==> src/alu_pkg.sv <==
package alu_pkg;

  parameter int data_w = 64;
  parameter int flag_w = 6;

  // COASZP, c in the top bit
  typedef struct packed {
    logic c;
    logic o;
    logic a;
    logic s;
    logic z;
    logic p;
  } flags_t;

  // conditional ops come in pairs, odd member inverts
  typedef enum logic [7:0] {
    op_add     = 8'd0,
    op_sub     = 8'd1,
    op_and     = 8'd4,
    op_or      = 8'd5,
    op_xor     = 8'd6,
    op_xnor    = 8'd7,
    op_mov     = 8'd8,
    op_zxt     = 8'd10,
    op_sxt     = 8'd11,
    op_cmov64  = 8'd16,
    op_cmov64n = 8'd17,
    op_cmov32  = 8'd18,
    op_cmov32n = 8'd19,
    op_cset    = 8'd20,
    op_csetn   = 8'd21,
    op_csand   = 8'd22,
    op_csandn  = 8'd23,
    op_csor    = 8'd24,
    op_csorn   = 8'd25
  } alu_opcode_e;

  typedef enum logic [3:0] {
    cond_z, cond_nz, cond_s, cond_ns,
    cond_ugt, cond_ule, cond_uge, cond_ult,
    cond_sgt, cond_sle, cond_sge, cond_slt,
    cond_o, cond_no, cond_p, cond_np
  } cond_e;

  typedef struct packed {
    logic        keep_flags;
    logic        no_ret;
    logic [2:0]  variant;   // width or extension source
    alu_opcode_e opcode;
  } alu_arith_t;

  typedef struct packed {
    logic       keep_flags;
    logic       no_ret;
    logic [2:0] cond_hi;
    logic [6:0] opcode_hi;
    logic       invert;     // shared with opcode bit 0
  } alu_cond_t;

  typedef union packed {
    alu_arith_t arith;
    alu_cond_t  cnd;
  } alu_op_u;

  typedef struct packed {
    logic              valid;
    logic              thread;
    alu_op_u           op;
    logic [data_w-1:0] a;
    logic [data_w-1:0] b;
    flags_t            flags_in;
  } issue_t;

  typedef struct packed {
    logic              valid;
    logic              sets_flags;
    flags_t            flags;
    logic [data_w-1:0] result;
  } ret_t;

  // one-hot unit select
  typedef struct packed {
    logic add;
    logic logic_op;
    logic move;
    logic extend;
    logic cmov;
    logic cset;
  } unit_sel_t;

endpackage

==> src/alu_decode.sv <==
module alu_decode (
  input  alu_pkg::alu_op_u   op,
  output alu_pkg::unit_sel_t sel,
  output logic               is_sub,
  output logic               is32,
  output logic [1:0]         ext_src,
  output alu_pkg::cond_e     cond,
  output logic               invert
);
  import alu_pkg::*;

  logic w32;

  assign w32 = op.arith.variant[0];

  // base member of the condition pair; the data path applies invert
  assign cond   = cond_e'({op.cnd.cond_hi, 1'b0});
  assign invert = op.cnd.invert;

  always_comb begin
    sel     = '0;
    is_sub  = 1'b0;
    is32    = 1'b0;
    ext_src = 2'd0;
    case (op.arith.opcode)
      op_add: begin
        sel.add = 1'b1;
        is32    = w32;
      end
      op_sub: begin
        sel.add = 1'b1;
        is_sub  = 1'b1;
        is32    = w32;
      end
      op_and, op_or, op_xor, op_xnor: begin
        sel.logic_op = 1'b1;
        is32         = w32;
      end
      op_mov: begin
        sel.move = 1'b1;
        is32     = w32;
      end
      op_zxt, op_sxt: begin
        sel.extend = 1'b1;
        ext_src    = op.arith.variant[1:0]; // 8/16/32 bit source
      end
      op_cmov64, op_cmov64n: begin
        sel.cmov = 1'b1;
      end
      op_cmov32, op_cmov32n: begin
        sel.cmov = 1'b1;
        is32     = 1'b1;
      end
      op_cset, op_csetn, op_csand, op_csandn, op_csor, op_csorn: begin
        sel.cset = 1'b1;
      end
      default: begin
        sel = '0; // unknown op, result stays zero
      end
    endcase
  end

endmodule

==> src/alu_adder.sv <==
module alu_adder (
  input  logic [alu_pkg::data_w-1:0] a,
  input  logic [alu_pkg::data_w-1:0] b,
  input  logic                       is_sub,
  output logic [alu_pkg::data_w-1:0] sum,
  output logic                       c3,
  output logic                       c31,
  output logic                       c63
);
  import alu_pkg::*;

  logic [data_w-1:0] b_eff;
  logic [4:0]        lo_nib;
  logic [28:0]       mid;
  logic [32:0]       hi;

  // a - b as a + ~b + 1
  assign b_eff = is_sub ? ~b : b;

  // split at the carry taps
  assign lo_nib = {1'b0, a[3:0]} + {1'b0, b_eff[3:0]} + {4'b0, is_sub};
  assign mid    = {1'b0, a[31:4]} + {1'b0, b_eff[31:4]} + {28'b0, lo_nib[4]};
  assign hi     = {1'b0, a[63:32]} + {1'b0, b_eff[63:32]} + {32'b0, mid[28]};

  assign sum = {hi[31:0], mid[27:0], lo_nib[3:0]};

  assign c3  = lo_nib[4]; // aux carry
  assign c31 = mid[28];
  assign c63 = hi[32];

endmodule

==> src/cond_eval.sv <==
module cond_eval (
  input  alu_pkg::flags_t flags,
  input  alu_pkg::cond_e  cond,
  output logic            take
);
  import alu_pkg::*;

  logic lt; // signed less than

  assign lt = flags.s ^ flags.o;

  always_comb begin
    take = 1'b0;
    case (cond)
      cond_z:   take = flags.z;
      cond_nz:  take = ~flags.z;
      cond_s:   take = flags.s;
      cond_ns:  take = ~flags.s;
      cond_ugt: take = ~(flags.c | flags.z);
      cond_ule: take = flags.c | flags.z;
      cond_uge: take = ~flags.c;
      cond_ult: take = flags.c;
      cond_sgt: take = ~(lt | flags.z);
      cond_sle: take = lt | flags.z;
      cond_sge: take = ~lt;
      cond_slt: take = lt;
      cond_o:   take = flags.o;
      cond_no:  take = ~flags.o;
      cond_p:   take = flags.p;
      cond_np:  take = ~flags.p;
      default:  take = 1'b0;
    endcase
  end

endmodule

==> src/alu_data_path.sv <==
module alu_data_path (
  input  logic [alu_pkg::data_w-1:0] a,
  input  logic [alu_pkg::data_w-1:0] b,
  input  logic [alu_pkg::data_w-1:0] sum,
  input  alu_pkg::unit_sel_t         sel,
  input  logic                       is32,
  input  logic                       take,
  input  logic                       invert,
  input  alu_pkg::alu_opcode_e       op_code,
  input  logic [1:0]                 ext_src,
  output logic [alu_pkg::data_w-1:0] result
);
  import alu_pkg::*;

  logic              hit;
  logic              sxt;
  logic              cs_bit;
  logic [data_w-1:0] logic_res;
  logic [data_w-1:0] ext_res;
  logic [data_w-1:0] cmov_res;
  logic [data_w-1:0] wide;

  // odd member of a pair flips the condition
  assign hit = take ^ invert;
  assign sxt = (op_code == op_sxt);

  always_comb begin
    case (op_code)
      op_and:  logic_res = a & b;
      op_or:   logic_res = a | b;
      op_xor:  logic_res = a ^ b;
      default: logic_res = ~(a ^ b); // xnor
    endcase
  end

  // source is b, fill bit is zero unless sign extending
  always_comb begin
    case (ext_src)
      2'd0:    ext_res = {{56{sxt & b[7]}}, b[7:0]};
      2'd1:    ext_res = {{48{sxt & b[15]}}, b[15:0]};
      default: ext_res = {{32{sxt & b[31]}}, b[31:0]};
    endcase
  end

  assign cmov_res = hit ? b : a;

  always_comb begin
    case (op_code)
      op_csand, op_csandn: cs_bit = hit & a[0];
      op_csor, op_csorn:   cs_bit = hit | a[0];
      default:             cs_bit = hit;
    endcase
  end

  always_comb begin
    wide = '0;
    if (sel.add) begin
      wide = sum;
    end else if (sel.logic_op) begin
      wide = logic_res;
    end else if (sel.move) begin
      wide = b;
    end else if (sel.extend) begin
      wide = ext_res;
    end else if (sel.cmov) begin
      wide = cmov_res;
    end else if (sel.cset) begin
      wide = {{(data_w-1){1'b0}}, cs_bit};
    end
  end

  // 32-bit forms clear the upper half
  assign result = is32 ? {32'b0, wide[31:0]} : wide;

endmodule

==> src/flag_gen.sv <==
module flag_gen (
  input  logic                       clk,
  input  logic                       rst,
  input  logic [alu_pkg::data_w-1:0] result,
  input  logic [1:0]                 a_sign,  // {bit 63, bit 31}
  input  logic [1:0]                 b_sign,
  input  logic                       c3,
  input  logic                       c31,
  input  logic                       c63,
  input  logic                       is_sub,
  input  logic                       is32,
  input  alu_pkg::unit_sel_t         sel,
  output logic [alu_pkg::data_w-1:0] res_q,
  output alu_pkg::flags_t            flags
);
  import alu_pkg::*;

  unit_sel_t   sel_q;
  logic [1:0]  a_sign_q;
  logic [1:0]  b_sign_q;
  logic        c3_q;
  logic        c31_q;
  logic        c63_q;
  logic        is_sub_q;
  logic        is32_q;

  logic              top;
  logic              sa;
  logic              sb;
  logic              carry;
  logic              zero;
  logic              par;
  logic              ovf;
  logic [flag_w-1:0] coaszp;

  always_ff @(posedge clk) begin
    if (rst) begin
      sel_q <= '0;
    end else begin
      sel_q <= sel;
    end
  end

  always_ff @(posedge clk) begin
    res_q    <= result;
    a_sign_q <= a_sign;
    b_sign_q <= b_sign;
    c3_q     <= c3;
    c31_q    <= c31;
    c63_q    <= c63;
    is_sub_q <= is_sub;
    is32_q   <= is32;
  end

  assign top   = is32_q ? res_q[31] : res_q[63];
  assign sa    = is32_q ? a_sign_q[0] : a_sign_q[1];
  assign sb    = (is32_q ? b_sign_q[0] : b_sign_q[1]) ^ is_sub_q; // sign of ~b on sub
  assign carry = is32_q ? c31_q : c63_q;
  assign zero  = is32_q ? (res_q[31:0] == 32'b0) : (res_q == '0);
  assign par   = ~^res_q[7:0];
  assign ovf   = (sa == sb) && (top != sa);

  always_comb begin
    coaszp = '0;
    if (sel_q.add) begin
      // borrow is the inverted carry
      coaszp = {carry ^ is_sub_q, ovf, c3_q ^ is_sub_q, top, zero, par};
    end else if (sel_q.logic_op) begin
      coaszp = {3'b000, top, zero, par};
    end
  end

  assign flags = flags_t'(coaszp);

endmodule

==> src/alu_top.sv <==
module alu_top #(
  parameter int num_threads = 2
) (
  input  logic            clk,
  input  logic            rst,
  input  alu_pkg::issue_t issue,
  input  logic            except,
  input  logic            except_thread,
  output alu_pkg::ret_t   ret
);
  import alu_pkg::*;

  // single thread core flushes on any exception
  localparam bit any_thread = (num_threads == 1);

  unit_sel_t         sel;
  cond_e             cond;
  flags_t            flags;
  logic              is_sub, is32, invert, take;
  logic [1:0]        ext_src;
  logic [data_w-1:0] sum, result, res_q;
  logic              c3, c31, c63;
  logic              except_q, except_thread_q;
  logic              kill, kill_q;
  logic              valid_q, no_ret_q, keep_flags_q;

  alu_decode u_alu_decode (
    .op(issue.op), .sel(sel), .is_sub(is_sub), .is32(is32),
    .ext_src(ext_src), .cond(cond), .invert(invert)
  );

  cond_eval u_cond_eval (.flags(issue.flags_in), .cond(cond), .take(take));

  alu_adder u_alu_adder (
    .a(issue.a), .b(issue.b), .is_sub(is_sub),
    .sum(sum), .c3(c3), .c31(c31), .c63(c63)
  );

  alu_data_path u_alu_data_path (
    .a(issue.a), .b(issue.b), .sum(sum), .sel(sel), .is32(is32), .take(take),
    .invert(invert), .op_code(issue.op.arith.opcode), .ext_src(ext_src), .result(result)
  );

  flag_gen u_flag_gen (
    .clk(clk), .rst(rst), .result(result),
    .a_sign({issue.a[63], issue.a[31]}), .b_sign({issue.b[63], issue.b[31]}),
    .c3(c3), .c31(c31), .c63(c63), .is_sub(is_sub), .is32(is32),
    .sel(sel), .res_q(res_q), .flags(flags)
  );

  // exception this cycle or the one before
  assign kill = (except && (except_thread == issue.thread || any_thread)) ||
                (except_q && (except_thread_q == issue.thread || any_thread));

  always_ff @(posedge clk) begin
    if (rst) begin
      except_q        <= 1'b0;
      except_thread_q <= 1'b0;
      kill_q          <= 1'b0;
      valid_q         <= 1'b0;
      no_ret_q        <= 1'b0;
      keep_flags_q    <= 1'b0;
    end else begin
      except_q        <= except;
      except_thread_q <= except_thread;
      kill_q          <= kill;
      valid_q         <= issue.valid;
      no_ret_q        <= issue.op.arith.no_ret;
      keep_flags_q    <= issue.op.arith.keep_flags;
    end
  end

  assign ret = '{valid: valid_q & ~no_ret_q & ~kill_q, sets_flags: ~keep_flags_q,
                 flags: flags, result: res_q};

endmodule

==> config.mk <==
export PLATFORM = sky130hd
export DESIGN_NAME = alu_top
export DESIGN_NICKNAME = d
export VERILOG_FILES = /design/src/alu_pkg.sv /design/src/alu_decode.sv /design/src/alu_adder.sv /design/src/cond_eval.sv /design/src/alu_data_path.sv /design/src/flag_gen.sv /design/src/alu_top.sv
export SDC_FILE = /design/constraint.sdc
export NUM_CORES = 1
export LEC_CHECK = 0
export BUFFER_PORTS_ARGS = -buffer_cell sky130_fd_sc_hd__buf_2
export CORE_MARGIN = 5
export CORE_UTILIZATION = 53
export DETAILED_ROUTE_END_ITERATION = 7
export PLACE_DENSITY = 0.87
export SYNTH_ARGS = -nofsm -noshare
export SYNTH_HDL_FRONTEND = slang
export SYNTH_SLANG_ARGS = --single-unit
export TNS_END_PERCENT = 5
==> constraint.sdc <==
create_clock -name clk -period 8.4 [get_ports clk]
set_input_delay 1.26 -clock clk [delete_from_list [all_inputs] [get_ports clk]]
set_output_delay 1.26 -clock clk [all_outputs]
set_load 0.02 [all_outputs]
== After elaboration in Yosys (flattened, before gate mapping) ==
Cells that the tools add are included.

* Output and inout bits: 72
* Memories kept: 0
* Input bits: 153
* Latch bits: 0
* Logic and storage cells: 126
* Bits in writable memories: 0
* Flip-flop bits (word level): 81
* Bits in read-only memories: 0

* Reduce and logical (&&, ||, !) cells: 19
* Div/mod/pow operators: 0
* Multiplexer cells: 28
* Shift operators: 0
* Eq/ne operators: 30
* Order comparisons: 0
* Multiply operators: 0
* $add $sub $neg: 6
* Bitwise operators: 26

{| class="wikitable"
|+ Operator list
! cell !! number
|-
| $mux 64 || 7
|-
| $pmux 64 s3 || 1
|-
| $not 64->64 || 2
|-
| $pmux 64 s2 || 1
|-
| $eq 8x5->1 const B || 10
|-
| $and 64x64->64 || 1
|-
| $logic_not 64->1 || 1
|-
| $or 64x64->64 || 1
|-
| $xor 64x64->64 || 1
|-
| $add 32x32->33 || 1
|-
| $add 33x1->33 || 1
|-
| $eq 8x3->1 const B || 4
|-
| $logic_not 32->1 || 1
|-
| $add 28x28->29 || 1
|-
| $add 29x1->29 || 1
|-
| $eq 8x4->1 const B || 3
|-
| $mux 1 || 13
|-
| $eq 3x3->1 const B || 4
|-
| $reduce_or 2->1 || 5
|-
| $eq 8x1->1 const B || 1
|-
| $logic_not 8->1 || 1
|-
| $pmux 1 s8 || 1
|-
| $reduce_or 4->1 || 2
|-
| $reduce_xnor 8->1 || 1
|-
| 21 further kinds || 44
|}

== Logic depth before layout (Yosys ltp) ==
Gate-level depths: netlist of run 1.

* Word-level depth: 13
* Mapped depth: 33

== Modules after synthesis ==
Synthesis of run 1 repeated with hierarchy kept, for this count alone.

* Cells, all modules: 1,814
* Area, all modules: 13,324.0 sq um

{| class="wikitable"
|+ By module, submodules not included
! module !! area each (sq um) !! cells each !! times used
|-
| alu_data_path || 7,135.6 || 1,113 || 1
|-
| alu_adder || 3,783.6 || 511 || 1
|-
| flag_gen || 1,916.8 || 132 || 1
|-
| alu_top || 202.7 || 18 || 1
|-
| alu_decode || 187.7 || 27 || 1
|-
| cond_eval || 97.6 || 13 || 1
|}

== Worst setup path before layout of run 1 ==
Ideal clock, no wire load.

* Kind: in2reg
* Start: input issue[139] (netlist bit)
* End: register u_flag_gen.res_q[52] (netlist bit)
* Data arrival time: 7.944 ns
* Stages: 33
* Data required time: 8.321 ns
* Path slack: 0.377 ns
* Cells stage by stage: or4_1 nor4_2 nand2_1 clkbuf_1 clkbuf_1 xnor2_1 ha_1 nor2b_1 o21ai_0 nand2b_1 fa_1 inv_1 fa_1 nor2b_1 o21a_1 o21a_1 o21a_1 a21o_1 a21oi_1 nor3_1 o311ai_0 and2_1 fa_1 fa_1 nor2b_1 o21a_1 o21ai_0 a21o_1 a31o_2 nand2_1 a21oi_1 or4_1 o211ai_1

{| class="wikitable"
|+ RTL lines
! what !! line !! source
|-
| start, declared || alu_top.sv:6 || <nowiki>input alu_pkg::issue_t issue,</nowiki>
|-
| $eq 8x1->1 (*) || alu_decode.sv:25 || <nowiki>case (op.arith.opcode)</nowiki>
|-
| $mux 1 (*) || alu_decode.sv:25 ||
|-
| $mux 64 || alu_adder.sv:18 || <nowiki>assign b_eff = is_sub ? ~b : b;</nowiki>
|-
| $add 4x4->5 || alu_adder.sv:21 || <nowiki>assign lo_nib = {1'b0, a[3:0]} + {1'b0, b_eff[3:0]} + {4'b0, is_sub};</nowiki>
|-
| $add 5x1->5 (*) || alu_adder.sv:21 ||
|-
| via c3 || alu_top.sv:22 || <nowiki>logic c3, c31, c63;</nowiki>
|-
| $add 29x1->29 (*) || alu_adder.sv:22 || <nowiki>assign mid = {1'b0, a[31:4]} + {1'b0, b_eff[31:4]} + {28'b0, lo_nib[4]};</nowiki>
|-
| $add 33x1->33 (*) || alu_adder.sv:23 || <nowiki>assign hi = {1'b0, a[63:32]} + {1'b0, b_eff[63:32]} + {32'b0, mid[28]};</nowiki>
|-
| $mux 64 (*) || alu_data_path.sv:57 || <nowiki>if (sel.add) begin</nowiki>
|-
| end signal, assigned || flag_gen.sv:45 || <nowiki>res_q <= result;</nowiki>
|-
| end, declared || flag_gen.sv:13 || <nowiki>output logic [alu_pkg::data_w-1:0] res_q,</nowiki>
|}

Mark *: on every way through the listed nets, which the timed path passes. The rest lies on a longest branch.
A chain may end at the register's enable or synchronous reset.

== Worst setup path after layout of run 1 ==
* Start: input issue[139] (netlist bit)
* End: register u_flag_gen.res_q[58] (netlist bit)

Same word-level chain as after synthesis.

==> results.sh, run 1 <==
export IMPL_worstPathArrival_ns=8.15
export IMPL_min_from="except_thread_q"
export IMPL_io_pins=225
export IMPL_hpwl_um=27650
export IMPL_rsz0062_at_grt="no"
export IMPL_synthArstFlopShare_pct=0
export IMPL_synth_cell_types=77
export IMPL_use_met1_pct=32.20
export IMPL_antenna_found_initial=6
export IMPL_core_area_sq_mm=0.02196
export IMPL_ir_drop_uv=84.32
export IMPL_grt_total_usage_pct=27.68
export IMPL_reg2reg_depth=3
export IMPL_synthesis_nets=1909
export IMPL_synth_seq_area_share_pct=13.62
export IMPL_fin_skew_ns=0.001166
export IMPL_place_ws_ns=-0.06616
export IMPL_p_total_mw=1.478
export IMPL_holdPathEnd="kill_q"
export IMPL_die_w_um=159.9
export IMPL_clock_latency_ns=0.35
export IMPL_use_met2_pct=49.40
export IMPL_cts_buffers=9
export IMPL_grt_pass1_wl_um=59800
export IMPL_hold_path_class="flip-flop to flip-flop"
export IMPL_critPathCaptureType="flip-flop"
export IMPL_grt_ovfl_total=0
export IMPL_slew_violations=0
export IMPL_grtUsageMet3_pct=5.825
export IMPL_critical_path_buf_inv_count=3
export IMPL_finalNonFillerCells=2018
export IMPL_clock_sinks=81
export IMPL_leakage_nw=6.973
export IMPL_portBuffers=223
export IMPL_crit_type="input port to flip-flop"
export IMPL_cp_slowest_stage_delay_ns=0.61
export IMPL_cts_resized=0
export IMPL_grt_max_degree=141
export IMPL_viasPerCell=6.170
export IMPL_fin_crit_ns=7.905
export IMPL_synth_seq_cells=81
export IMPL_whs_ns=0.6177
export IMPL_die_y_um=159.9
export IMPL_cp_max_fo=6
export IMPL_cts_setup_buffers=0
export IMPL_start_util_pct=54.21
export IMPL_cap_violations=0
export IMPL_rows=54
export IMPL_syn_area_sq_mm=0.01190
export IMPL_htree_levels=3
export IMPL_synthToLayoutAreaGrowth_pct=14.09
export IMPL_crit_path_frequent_cell="fa_1"
export IMPL_dieArea_sq_mm=0.02556
export IMPL_synth_ff_type="dfxtp_1"
export IMPL_clk_pin_slew_worst_paths_ns=0.06
export IMPL_power_density_mw_per_mm2=108.8
export IMPL_dp_cells=1999
export IMPL_place_area_sq_mm=0.01323
export IMPL_worstMarginPinSlew_ns=1.210
export IMPL_r2r_start="except_thread_q"
export IMPL_cp_required_ns=8.64
export IMPL_hold_buffers=0
export IMPL_wirelength_um=37340
export IMPL_design_area_sq_mm=0.01358
export IMPL_postSynthCellCount=1558
export IMPL_cp_top_family="compound AO/OA/AOI/OAI gates"
export IMPL_final_antenna_net_count=0
export IMPL_drtIter0Drc=1069
export IMPL_fmax_mhz=126.5
export IMPL_hold_viol_final=0
export IMPL_status="finished clean"
export IMPL_drive_above_1_share_pct=16.26
export IMPL_nets=2081
export IMPL_busiest_layer="met2"
export IMPL_cts_root_buf="clkbuf_16"
export IMPL_r2r_setup_slack_ns=7.53
export IMPL_worst_setup_path_start_kind="input port"
export IMPL_final_common_cell="buf_2"
export IMPL_hold_depth=2
export IMPL_final_cell_mix="buf_2, ha_1, inv_1"
export IMPL_fin_crit_sh_pct=94.11
export IMPL_r2r_end="kill_q"
export IMPL_slew_headroom_pct=19.22
export IMPL_wl_per_cell_um=18.50
export IMPL_tritoncts="built"
export IMPL_ys_warn_count=0
export IMPL_via_count=12450
export IMPL_setup_viol=0
export IMPL_synth_edff_count=0
export IMPL_finalWorstSetupSlack_ns=0.4949
export IMPL_drcViolationCount=0
export IMPL_grt_pass1_vias=12250
export IMPL_critical_path_depth=33
export IMPL_critPathSlowestCell="or4_1"
export IMPL_gp_congestion=0.9448
export IMPL_dr_pass1_iters=6
export IMPL_avgSynthCellArea_sq_um=7.640
export IMPL_clockBufferDepth=2
[cell type report]
type	instances	area, sq um
multi-input cells	1239	9413
clock inverters	5	78.83
diodes	4	10.01
repair buffers	242	1277
fillers	1944	8379
well taps	280	350.3
inverters	157	589.3
clock buffers	10	239.0
flip-flops and latches	81	1622
[per-layer routing]
layer | part of all wire (%) | wire length (um) | vias to the layer above
li1 | - | - | 5912
met1 | 39 | 14620 | 5845
met2 | 49 | 18250 | 576
met3 | 8.6 | 3194 | 113
met4 | 3.3 | 1243 | 6
met5 | 0.086 | 32 | -
[power by group]
part | switching, mW | internal, mW
Sequential | 0.00737 | 0.396
Combinational | 0.369 | 0.259
Clock | 0.179 | 0.267
Total | 0.555 | 0.923
[Yosys cell counts (4+ instances only)]
| library cell | instances | area, sq um |
|---|---|---|
| mux2i_1 | 129 | 1291 |
| o211ai_1 | 12 | 90.09 |
| nand2_1 | 94 | 352.8 |
| nand3b_1 | 4 | 30.03 |
| a21oi_1 | 126 | 630.6 |
| and3_1 | 7 | 43.79 |
| nor2b_1 | 15 | 93.84 |
| a22oi_1 | 5 | 37.54 |
| nor3_1 | 21 | 105.1 |
| o21ai_1 | 11 | 55.05 |
| a211oi_1 | 29 | 217.7 |
| nand2b_1 | 14 | 87.58 |
| clkbuf_1 | 52 | 195.2 |
| o21a_1 | 14 | 105.1 |
| and2_1 | 5 | 31.28 |
| nand3_1 | 12 | 60.06 |
| a211o_1 | 7 | 61.31 |
| ha_1 | 193 | 2415 |
| fa_1 | 5 | 100.1 |
| buf_2 | 21 | 105.1 |
| o21bai_1 | 8 | 60.06 |
| xnor2_1 | 93 | 814.5 |
| or4_1 | 4 | 30.03 |
| a222oi_1 | 7 | 70.07 |
| dfxtp_1 | 81 | 1622 |
| a31oi_1 | 12 | 75.07 |
| inv_1 | 155 | 581.8 |
| a221o_1 | 6 | 60.06 |
| buf_1 | 8 | 30.03 |
| nand4_1 | 10 | 62.56 |
| o22ai_1 | 16 | 100.1 |
| xor2_1 | 24 | 210.2 |
| o21ai_0 | 127 | 635.6 |
| nor2_1 | 105 | 394.1 |
| a21o_1 | 29 | 217.7 |
| nor4_1 | 16 | 100.1 |
| a221oi_1 | 22 | 192.7 |
[registers in the layout (all words and copies together), names as in the netlist]
signal,count
u_flag_gen.res_q,64
u_flag_gen.a_sign_q,2
u_flag_gen.b_sign_q,2
u_flag_gen.sel_q,2
except_q,1
except_thread_q,1
keep_flags_q,1
kill_q,1
no_ret_q,1
u_flag_gen.c31_q,1
u_flag_gen.c3_q,1
u_flag_gen.c63_q,1
u_flag_gen.is32_q,1
u_flag_gen.is_sub_q,1
valid_q,1
[worst register-to-register path: cells and delay by family (launching register included)]
kind                   cells  cell delay (ns)
AO/OA/AOI/OAI              2             0.36
flip-flops                 1             0.34
buffers and inverters      1             0.05
[how the worst max path moves through the flow]
| stage | startpoint | to | slack (ns) |
|---|---|---|---|
| CTS | issue[139] | u_flag_gen.res_q[62] | 0.27 |
| floorplan | issue[139] | u_flag_gen.res_q[52] | 0.38 |
| finish | issue[139] | u_flag_gen.res_q[58] | 0.49 |
| detailed placement | issue[139] | u_flag_gen.res_q[62] | -0.07 |
| global route | issue[139] | u_flag_gen.res_q[58] | 0.03 |
| global placement | issue[139] | u_flag_gen.res_q[62] | 0.11 |
[metrics by stage]
stage | TNS (ns) | util (%)
after floorplan | 0 | -
after global placement | 0 | 60.26
after detailed placement | -0.06616 | 60.26
after CTS | 0 | 61.71
after global routing | 0 | 61.83
final | 0 | 61.84
[logic make-up after synthesis]
group	count (synthesis)	synth area share [%]
adder cells (fa/ha/maj)	198	21.13
AO/OA/AOI/OAI	468	24.86
buffers and inverters	238	7.726
AND/OR/NAND/NOR	323	12.78
multiplexers	132	11.13
XOR/XNOR	118	8.746
flip-flops	81	13.62
(Power assumes the default switching activity.)
==> run 2: changes to the inputs <==
CORE_UTILIZATION = 40   (was 53)
PLACE_DENSITY = 0.69   (was 0.87)
SYNTH_HIERARCHICAL = 1   (was unset)
==> run 2 against run 1 <==
Utilization fell by 15 points. Sequential power barely moved. Power rose by 5.6%. Largest cell class unchanged. Via count rose by 17%. Global-route usage fell by 2.3 points. Clock power fell by 6.0%. Clock skew fell by 0.00097 ns. Clock-buffer cell count fell by 1. Combinational power rose by 17%.
==> results.sh, run 2 <==
export IMPL_synth_cell_types=91
export IMPL_cts_root_buf="clkbuf_16"
export IMPL_synth_top_area_share_pct=18.12
export IMPL_leakage_nw=7.685
export IMPL_antenna_found_initial=11
export IMPL_hpwl_um=35150
export IMPL_final_common_cell="buf_2"
export IMPL_fmax_mhz=123.7
export IMPL_htree_levels=3
export IMPL_avgSynthCellArea_sq_um=7.345
export IMPL_tritoncts="built"
export IMPL_die_w_um=192.5
export IMPL_cts_buffers=9
export IMPL_grt_ovfl_total=0
export IMPL_fin_crit_sh_pct=96.27
export IMPL_rows=66
export IMPL_clk_pin_slew_worst_paths_ns=0.07
export IMPL_synthesis_nets=2165
export IMPL_synth_ff_type="dfxtp_1"
export IMPL_hold_buffers=0
export IMPL_synthArstFlopShare_pct=0
export IMPL_ys_warn_count=6
export IMPL_top_register="u_flag_gen/res_q"
export IMPL_synth_seq_area_share_pct=12.17
export IMPL_synth_seq_cells=81
export IMPL_syn_area_sq_mm=0.01332
export IMPL_gp_congestion=0.9979
export IMPL_slew_violations=0
export IMPL_clock_latency_ns=0.35
export IMPL_clockBufferDepth=2
export IMPL_rsz0062_at_grt="no"
export IMPL_cp_slowest_stage_delay_ns=0.59
export IMPL_whs_ns=0.6449
export IMPL_yosys_top_cells_count="inv_1, ha_1, nand2_1"
export IMPL_finish_utilization_pct=47.05
export IMPL_io_pins=225
export IMPL_slew_headroom_pct=16.00
export IMPL_synth_edff_count=0
export IMPL_yosysMostFrequentCell="inv_1"
export IMPL_largest_reg_flops=64
export IMPL_via_count=14550
export IMPL_grt_pass1_vias=14180
export IMPL_power_density_mw_per_mm2=101.4
export IMPL_grt_total_usage_pct=25.39
export IMPL_cap_violations=0
export IMPL_worstMarginPinSlew_ns=1.254
export IMPL_clock_sinks=81
export IMPL_setup_viol=0
export IMPL_grt_pass1_wl_um=75050
export IMPL_drtIter0Drc=1404
export IMPL_core_area_sq_mm=0.03270
export IMPL_hold_depth=2
export IMPL_start_util_pct=40.74
export IMPL_postSynthCellCount=1814
export IMPL_portBuffers=223
export IMPL_hold_viol_final=0
export IMPL_fin_crit_ns=8.087
export IMPL_worstPathArrival_ns=8.37
export IMPL_synth_area_leaders="ha_1, dfxtp_1, inv_1"
export IMPL_viasPerCell=5.956
export IMPL_drive_above_1_share_pct=17.91
export IMPL_wirelength_um=49020
export IMPL_die_y_um=192.5
export IMPL_status="finished clean"
export IMPL_critPathCaptureType="flip-flop"
export IMPL_nets=2340
export IMPL_synth_largest_area_cell="ha_1"
export IMPL_dr_pass1_iters=7
export IMPL_ir_drop_uv=82.00
export IMPL_synthToLayoutAreaGrowth_pct=15.49
export IMPL_worst_setup_path_start_kind="input port"
export IMPL_grt_max_degree=85
export IMPL_dieArea_sq_mm=0.03706
export IMPL_cp_required_ns=8.68
export IMPL_critPathSlowestCell="or4_4"
export IMPL_cp_max_fo=5
export IMPL_final_cell_mix="buf_2, inv_1, ha_1"
export IMPL_final_antenna_net_count=0
export IMPL_hold_path_class="flip-flop to flip-flop"
export IMPL_wl_per_cell_um=20.07
export IMPL_crit_type="input port to flip-flop"
export IMPL_reg2reg_depth=3
export IMPL_drcViolationCount=0
export IMPL_fin_skew_ns=0.0001950
==> run 2: path summary, 6_finish.rpt <==
| kind | slack, ns | from | end |
|---|---|---|---|
| hold reg to reg | 0.64 | except_q | kill_q |
| setup reg to reg | 7.60 | except_thread_q | kill_q |
| setup / recovery | 0.31 | issue[138] | u_flag_gen/res_q[63] |
| hold / removal | 0.64 | except_q | kill_q |
==> run 2: cell type report <==
| type | instances | area (sq um) |
|---|---|---|
| Multi-Input combinational cell | 1410 | 10600 |
| Fill cell | 3245 | 17310 |
| Timing Repair Buffer | 276 | 1516 |
| Clock inverter | 6 | 60.06 |
| Inverter | 211 | 792.0 |
| Clock buffer | 9 | 225.2 |
| Tap cell | 442 | 553.0 |
| Antenna cell | 8 | 20.02 |
| Sequential cell | 81 | 1622 |
==> run 2: layer usage <==
| metal | vias to the layer above | wire (um) | track usage [%] |
|---|---|---|---|
| li1 | 6882 | - | - |
| met1 | 6773 | 19870 | 31.97 |
| met2 | 752 | 22240 | 40.98 |
| met3 | 136 | 4917 | 5.734 |
| met4 | 8 | 1945 | 12.31 |
| met5 | - | 46 | 0 |
==> run 2: kinds of logic (layout without fill, tap and decap cells) <==
| group | count (synthesis) | in the layout | share of synthesized area [%] |
|---|---|---|---|
| muxes | 36 | 36 | 2.723 |
| xor gates and xnor gates | 128 | 128 | 8.414 |
| buffers and inverters | 323 | 502 | 9.428 |
| other | 1 | 9 | 0.02814 |
| and+or+nand+nor | 467 | 467 | 17.47 |
| adders and majority gates | 198 | 198 | 18.88 |
| AOI/OAI and AO/OA | 580 | 580 | 30.90 |
| DFF | 81 | 81 | 12.17 |
==> run 2: repair_timing <==
item / 4_1_cts / 5_1_grt
resized for setup: 0 / 17
endpoints found under the setup margin: 0 / 11
buffers inserted: 0 / 2
==> run 2: through the flow <==
stage	setup TNS (ns)	power, mW	cells	area, sq um	setup slack, ns
after detailed placement	-0.4703	1.121	2418	14980	-0.2268
after floorplan	0	0.8873	1814	13330	0.1034
final	0	1.561	2443	15390	0.3132
after global routing	0	1.656	2441	15380	0.0005187
after global placement	-0.1539	1.101	2418	14980	-0.09779
after CTS	0	1.546	2433	15260	0.1057
==> run 2: critical path, delay by kind of cell <==
family	cells	cell delay [ns]
AOI/OAI and AO/OA	18	3.78
buffers and inverters	5	0.54
adders and majority gates	4	1.08
and+or+nand+nor	7	1.38
xor gates and xnor gates	2	0.31
==> run 2: where the power goes <==
part	total (mW)	switching (mW)	internal (mW)
Combinational	0.735	0.443	0.292
Clock	0.420	0.192	0.228
Sequential	0.405	0.00844	0.397
Total	1.56	0.644	0.917
